[src/include/replay_config.svh]
// Build-time sizing for the replay stream path
// TUSER width must stay strictly below 8 * lane count
// FIFO depth must be a power of two

`ifndef REPLAY_CONFIG_SVH
`define REPLAY_CONFIG_SVH

// Byte lanes per packed entry
`define REPLAY_LANES 8

// Per-packet metadata carried on tuser
`define REPLAY_TUSER_WIDTH 32

// Buffer entries between writer and framer
`define REPLAY_FIFO_DEPTH 16

`endif

[src/hw/replay_pkg.sv]
// Shared types for the replay stream path
// Widths follow replay_config.svh, tuser narrower than tdata

`default_nettype none

`include "replay_config.svh"

package replay_pkg;

  // One lane, strobe above its byte
  typedef struct packed {
    logic       strb;
    logic [7:0] data;
  } replay_lane_t;

  // Interleaved entry, lane 0 sits in bits 8:0
  typedef replay_lane_t [`REPLAY_LANES-1:0] replay_fifo_word_t;

  // Header view of the unpacked data bits
  typedef struct packed {
    logic [8*`REPLAY_LANES-`REPLAY_TUSER_WIDTH-1:0] unused;
    logic [`REPLAY_TUSER_WIDTH-1:0]                 tuser;
  } replay_hdr_t;

  // Same 64 bits, read as header or as raw beat depending on framer state
  typedef union packed {
    logic [8*`REPLAY_LANES-1:0] beat;
    replay_hdr_t                hdr;
  } replay_data_u;

  // AXI Stream beat as carried between framer, slice and outside
  typedef struct packed {
    logic [8*`REPLAY_LANES-1:0]     tdata;
    logic [`REPLAY_LANES-1:0]       tstrb;
    logic [`REPLAY_TUSER_WIDTH-1:0] tuser;
    logic                           tlast;
  } axis_beat_t;

endpackage

`default_nettype wire

[src/hw/axis_out_slice.sv]
// Two-entry registered AXI Stream stage
// Upstream ready comes from occupancy only, never from m_axis_tready

`timescale 1ns/100ps
`default_nettype none

module axis_out_slice (
  input  wire                    axi_aclk,
  input  wire                    reset,
  input  wire                    sw_rst,
  input  replay_pkg::axis_beat_t s_beat,
  input  wire                    s_valid,
  output logic                   s_ready,
  output replay_pkg::axis_beat_t m_axis,
  output logic                   m_axis_tvalid,
  input  wire                    m_axis_tready
);

  import replay_pkg::*;

  // Main drives the output, skid catches the overflow beat
  axis_beat_t main_q;
  axis_beat_t skid_q;

  // Entries held, 0 to 2
  logic [1:0] count;

  logic up_xfer;
  logic dn_xfer;
  logic load_main_in;
  logic load_main_skid;
  logic load_skid;

  assign s_ready       = (count < 2'd2);
  assign m_axis_tvalid = (count != 2'd0);
  assign m_axis        = main_q;

  assign up_xfer = s_valid & s_ready;
  assign dn_xfer = m_axis_tvalid & m_axis_tready;

  // Empty, or single entry leaving as a new one arrives
  assign load_main_in = up_xfer &
                        ((count == 2'd0) || ((count == 2'd1) && dn_xfer));
  // Single entry stuck, new one parks behind it
  assign load_skid = up_xfer && (count == 2'd1) && !dn_xfer;
  // Full and draining, skid moves forward to keep order
  assign load_main_skid = dn_xfer && (count == 2'd2);

  // Occupancy
  always_ff @(posedge axi_aclk) begin
    if (reset || sw_rst) begin
      count <= 2'd0;
    end else begin
      count <= count + {1'b0, up_xfer} - {1'b0, dn_xfer};
    end
  end

  // Payload
  always_ff @(posedge axi_aclk) begin
    if (load_main_in) begin
      main_q <= s_beat;
    end else if (load_main_skid) begin
      main_q <= skid_q;
    end
    if (load_skid) begin
      skid_q <= s_beat;
    end
  end

endmodule

`default_nettype wire

[src/hw/fifo_to_axis.sv]
// Packet framer, first entry is metadata, later entries are data beats
// A non-full strobe ends the packet, so 8-byte multiples end on strobe zero
// Output is combinational from the FIFO head

`timescale 1ns/100ps
`default_nettype none

`include "replay_config.svh"

module fifo_to_axis (
  input  wire                           axi_aclk,
  input  wire                           reset,
  input  wire                           sw_rst,
  input  replay_pkg::replay_fifo_word_t fifo_word,
  input  wire                           empty,
  output logic                          rd_en,
  output replay_pkg::axis_beat_t        beat,
  output logic                          valid,
  input  wire                           ready
);

  import replay_pkg::*;

  typedef enum logic {
    ST_HDR  = 1'b0,
    ST_DATA = 1'b1
  } frame_state_t;

  frame_state_t state;
  frame_state_t state_nxt;

  // Registered metadata for the packet in flight
  logic [`REPLAY_TUSER_WIDTH-1:0] tuser_q;
  logic [`REPLAY_TUSER_WIDTH-1:0] tuser_nxt;

  // Unpacked head entry
  replay_data_u              data_u;
  logic [`REPLAY_LANES-1:0] strb;
  logic                      last_beat;

  // Split interleaved lanes into data and strobe
  always_comb begin
    for (int i = 0; i < `REPLAY_LANES; i++) begin
      data_u.beat[8*i +: 8] = fifo_word[i].data;
      strb[i]               = fifo_word[i].strb;
    end
  end

  // Any missing strobe byte terminates
  assign last_beat = ~&strb;

  // Next-state and output decode
  always_comb begin
    state_nxt = state;
    tuser_nxt = tuser_q;
    rd_en     = 1'b0;
    valid     = 1'b0;

    // Beat fields hold steady regardless of ready
    beat.tdata = data_u.beat;
    beat.tstrb = strb;
    beat.tuser = tuser_q;
    beat.tlast = last_beat;

    case (state)
      ST_HDR: begin
        // Header popped without waiting on downstream
        if (!empty) begin
          tuser_nxt = data_u.hdr.tuser;
          rd_en     = 1'b1;
          state_nxt = ST_DATA;
        end
      end

      ST_DATA: begin
        if (!empty) begin
          valid = 1'b1;
          // Pop only on transfer
          if (ready) begin
            rd_en = 1'b1;
            if (last_beat) begin
              state_nxt = ST_HDR;
            end
          end
        end
      end

      default: begin
        state_nxt = ST_HDR;
      end
    endcase
  end

  // State and metadata registers
  always_ff @(posedge axi_aclk) begin
    if (reset || sw_rst) begin
      state   <= ST_HDR;
      tuser_q <= '0;
    end else begin
      state   <= state_nxt;
      tuser_q <= tuser_nxt;
    end
  end

endmodule

`default_nettype wire

[src/hw/pcap_replay_stream.sv]
// Stream-out stage of the replay engine, single clock domain
// Write order is preserved end to end, latency varies with buffer fill
// sw_rst drops buffered entries and any partial packet

`timescale 1ns/100ps
`default_nettype none

module pcap_replay_stream (
  input  wire                           axi_aclk,
  input  wire                           reset,
  input  wire                           sw_rst,
  input  wire                           wr_en,
  input  replay_pkg::replay_fifo_word_t din,
  output logic                          full,
  output replay_pkg::axis_beat_t        m_axis,
  output logic                          m_axis_tvalid,
  input  wire                           m_axis_tready
);

  import replay_pkg::*;

  // Buffer head toward framer
  replay_fifo_word_t fifo_word;
  logic              fifo_empty;
  logic              fifo_rd_en;

  // Framer toward output slice
  axis_beat_t frame_beat;
  logic       frame_valid;
  logic       frame_ready;

  replay_word_fifo u_fifo (
    .axi_aclk (axi_aclk),
    .reset    (reset),
    .sw_rst   (sw_rst),
    .wr_en    (wr_en),
    .din      (din),
    .full     (full),
    .rd_en    (fifo_rd_en),
    .dout     (fifo_word),
    .empty    (fifo_empty)
  );

  fifo_to_axis u_framer (
    .axi_aclk  (axi_aclk),
    .reset     (reset),
    .sw_rst    (sw_rst),
    .fifo_word (fifo_word),
    .empty     (fifo_empty),
    .rd_en     (fifo_rd_en),
    .beat      (frame_beat),
    .valid     (frame_valid),
    .ready     (frame_ready)
  );

  axis_out_slice u_slice (
    .axi_aclk      (axi_aclk),
    .reset         (reset),
    .sw_rst        (sw_rst),
    .s_beat        (frame_beat),
    .s_valid       (frame_valid),
    .s_ready       (frame_ready),
    .m_axis        (m_axis),
    .m_axis_tvalid (m_axis_tvalid),
    .m_axis_tready (m_axis_tready)
  );

endmodule

`default_nettype wire

[src/hw/replay_word_fifo.sv]
// Synchronous FWFT buffer of packed replay entries
// Writes while full are silently dropped, writers must watch full

`timescale 1ns/100ps
`default_nettype none

`include "replay_config.svh"

module replay_word_fifo (
  input  wire                           axi_aclk,
  input  wire                           reset,
  input  wire                           sw_rst,
  input  wire                           wr_en,
  input  replay_pkg::replay_fifo_word_t din,
  output logic                          full,
  input  wire                           rd_en,
  output replay_pkg::replay_fifo_word_t dout,
  output logic                          empty
);

  import replay_pkg::*;

  localparam int AW = $clog2(`REPLAY_FIFO_DEPTH);

  // Entry storage
  replay_fifo_word_t mem [`REPLAY_FIFO_DEPTH];

  // Extra MSB tells full from empty
  logic [AW:0] wr_ptr;
  logic [AW:0] rd_ptr;

  logic do_wr;
  logic do_rd;

  // Qualified strobes
  assign do_wr = wr_en & ~full;
  assign do_rd = rd_en & ~empty;

  // Flags straight from pointers
  assign empty = (wr_ptr == rd_ptr);
  assign full  = (wr_ptr[AW] != rd_ptr[AW]) &&
                 (wr_ptr[AW-1:0] == rd_ptr[AW-1:0]);

  // Head always presented
  assign dout = mem[rd_ptr[AW-1:0]];

  // Pointer update, flush on either reset
  always_ff @(posedge axi_aclk) begin
    if (reset || sw_rst) begin
      wr_ptr <= '0;
      rd_ptr <= '0;
    end else begin
      if (do_wr) begin
        wr_ptr <= wr_ptr + 1'b1;
      end
      // Read and write together leave occupancy as is
      if (do_rd) begin
        rd_ptr <= rd_ptr + 1'b1;
      end
    end
  end

  // Entry store
  always_ff @(posedge axi_aclk) begin
    if (do_wr) begin
      mem[wr_ptr[AW-1:0]] <= din;
    end
  end

endmodule

`default_nettype wire

[config.mk]
export PLATFORM = sky130hd
export DESIGN_NAME = pcap_replay_stream
export DESIGN_NICKNAME = d
export VERILOG_FILES = /design/src/hw/replay_pkg.sv /design/src/hw/axis_out_slice.sv /design/src/hw/fifo_to_axis.sv /design/src/hw/pcap_replay_stream.sv /design/src/hw/replay_word_fifo.sv
export VERILOG_INCLUDE_DIRS = /design/src /design/src/include
export SDC_FILE = /design/constraint.sdc
export NUM_CORES = 1
export LEC_CHECK = 0
export BUFFER_PORTS_ARGS = -buffer_cell sky130_fd_sc_hd__buf_2
export CAP_MARGIN = 40
export CORE_MARGIN = 1.5
export CORE_UTILIZATION = 52
export DETAILED_ROUTE_END_ITERATION = 12
export GPL_TIMING_DRIVEN = 1
export MAX_ROUTING_LAYER = met4
export PLACE_DENSITY = 0.69
export SETUP_SLACK_MARGIN = 0.05
export SKIP_CTS_REPAIR_TIMING = 1
export SLEW_MARGIN = 15
export SYNTH_ARGS = -nofsm -noshare
export SYNTH_HDL_FRONTEND = slang
export SYNTH_SLANG_ARGS = --single-unit
[constraint.sdc]
create_clock -name axi_aclk -period 10.03 [get_ports axi_aclk]
set_input_delay 1.5045 -clock axi_aclk [delete_from_list [all_inputs] [get_ports axi_aclk]]
set_output_delay 1.5045 -clock axi_aclk [all_outputs]
set_load 0.05 [all_outputs]
==> metrics <==
Post-Syn Instances=2,195; Required @ worst endpoint=10.51 ns; Slew HR=0.314; Overall Global Routing Usage=0.226; CP Class=register to register; most frequent cells in the layout=edfxtp_1, mux4_2, buf_2, clkbuf_16, nand2_1; Worst Path Arrival=4.58 ns; fillers=approximately 6,900; number of max-cap violations=0; Max Freq=244 MHz; Yosys reg bits=1,411; unrepaired setup endpoints after global routing=no; final WL=111 mm; chip height=about 320 um; worst vdd ir=0.000152 V; Iter 0 DRT Violations=2,672; power per standard cell area=200 nW/um^2; gp weighted congestion=0.756; Slew Limit Fails=0; worst hold path class=register to register; IO buf count=183; Area Growth Syn to Fin=14.4%; layout cells sized above 1=0.357; DRT Pass-1 Iters=5; most used flip-flop cell after synthesis=edfxtp_1; commonest non-fill, non-tap cell in the layout=edfxtp_1; H-tree lvl count=4; Critical Path Start Type=register; initial antenna violation count=22; Worst-Skew Late Latency=0.75 ns; async set-reset flop share out of synthesis=0; Placed Instances=approximately 3,700; Initial Util=0.527; biggest cell delay along the critical path=0.68 ns; Mapped Area=52,900 sq um; clk slew on worst S/H paths=0.06 ns; Leakage=18.8 nW; syn_area_per_cell=24.1 sq um; Worst Setup End Kind=register; pin count of the biggest net entering global routing=145; first-pass GRT wire length=164 mm; crit path buf inv count=4; Worst Tran Pin Value=roughly 1.0 ns; DRC errors left=0; sequential share of the synthesized area=0.791; Die Area=roughly 100,000 sq um; fin crit share=0.409; vias in the first global route=24,300; yosys warns=0; Final Net Count=around 2,600; CTS tree=built; min Tclk post-route=~4.1 ns; setup slack at placement=5.51 ns; CORE AREA=around 100,000 sq um; final setup violating endpoints=0; Setup TNS=0 ns; CTS root buf=clkbuf_16; DP HPWL=~63 mm; # clock sinks=1,411; Slowest-stage cell, CP=dfxtp_4; final setup margin=around 5.9 ns; Avg WL per Cell=28.1 um; cells along the critical path=buf_16 -> buf_4 -> buf_4 -> buf_12 -> mux4_2 -> mux4_2 -> mux2_2; design area=60,600 sq um; Netlist cell types=33; Clock Skew=0.0337 ns; CP top delay family=buffers and inverters; CTS Buffer Depth=3; Die W=322 um; post-route ant nets=0; EDFF count, synth=1,362; Congestion Overflow GR=0; vias per cell=~6; vias=roughly 24,000; Layout Cells excl Fill=3,953; Cell Rows=116; Syn Nets=around 2,300; io pins=184; clock buffer count from CTS=139; Placed Area=approximately 56,000 sq um; outcome=complete, no violations; worst-path fanout max=30; Final Hold Viols=0
-- final cells by class --
class | instances | area [sq um] | share of cell area
antenna | 12 | 30.0 | 0.000496
sequential | 1411 | 41900 | 0.692
tap | 1357 | 1700 | 0.0280
clock inverter | 80 | 897 | 0.0148
clock buffer | 172 | 3660 | 0.0605
timing repair buffer | 244 | 1840 | 0.0303
multi-input combinational | 670 | 10500 | 0.174
inverter | 7 | 26.3 | 0.000434
-- synthesized netlist by cell type, drive strengths merged, types with 5 or more instances --
master	instances	area [sq um]
clkbuf	41	154
ha	7	87.6
a21oi	37	185
buf	66	482
nand2	80	300
xor2	10	87.6
dfxtp	49	981
nand4	5	31.3
edfxtp	1362	40900
nor2	29	109
mux4	352	7930
inv	7	26.3
mux2	104	1310
a22oi	17	128
-- through the flow --
stage	util	hold slack, ns	power (mW)
final	0.603	0.462	12.1
after global routing	0.603	0.467	12.5
after CTS	0.602	0.458	12.2
after detailed placement	0.557	0.445	7.07
after global placement	0.551	0.437	7.04
after floorplan	-	0.424	6.90
-- registers in the layout, indices dropped and copies added (netlist names), named ones only --
register	flops
u_fifo.wr_ptr	5
u_framer.state	1
u_fifo.rd_ptr	5
u_framer.tuser_q	32
u_slice.m_axis	105
u_slice.count	2
u_slice.skid_q	105
u_fifo.mem	1152
-- path summary, 6_finish.rpt --
kind	startpoint	to	slack (ns)	cells past startpoint
max	register	u_slice.m_axis[45]$_DFFE_PP_	5.93	7
min	u_framer.tuser_q[18]$_SDFFE_PP0P_	u_slice.skid_q[19]$_DFFE_PP_	0.46	0
max reg2reg	register	u_slice.m_axis[45]$_DFFE_PP_	5.93	7
min reg2reg	u_framer.tuser_q[18]$_SDFFE_PP0P_	u_slice.skid_q[19]$_DFFE_PP_	0.46	0
-- kinds of logic after synthesis --
family,synth area share
buffers and inverters,0.0125
xor gates and xnor gates,0.00232
muxes,0.175
AOI/OAI and AO/OA,0.00657
adders and majority gates,0.00165
and+or+nand+nor,0.0110
DFF,0.791
-- report_power, final --
group / switching [mW] / total, mW / internal (mW)
registers: 0.0178 / 6.52 / 6.50
clock network: 2.16 / 5.19 / 3.03
logic: 0.253 / 0.419 / 0.166
-- worst register-to-register path: stages (launching register included) --
cell and delay, ns:
dfxtp_4 0.68, buf_16 0.32, buf_4 0.61, buf_4 0.58
buf_12 0.30, mux4_2 0.55, mux4_2 0.53, mux2_2 0.29
-- per-layer routing --
metal  GRT usage  up-vias  routed length [um]
met1       0.318    12700               47500
met4      0.0607        0                2260
met5           -        -                   0
li1            -     9872                   -
met2       0.346      933               54300
met3      0.0402      174                7060
Power figures use the tool's default switching activity.
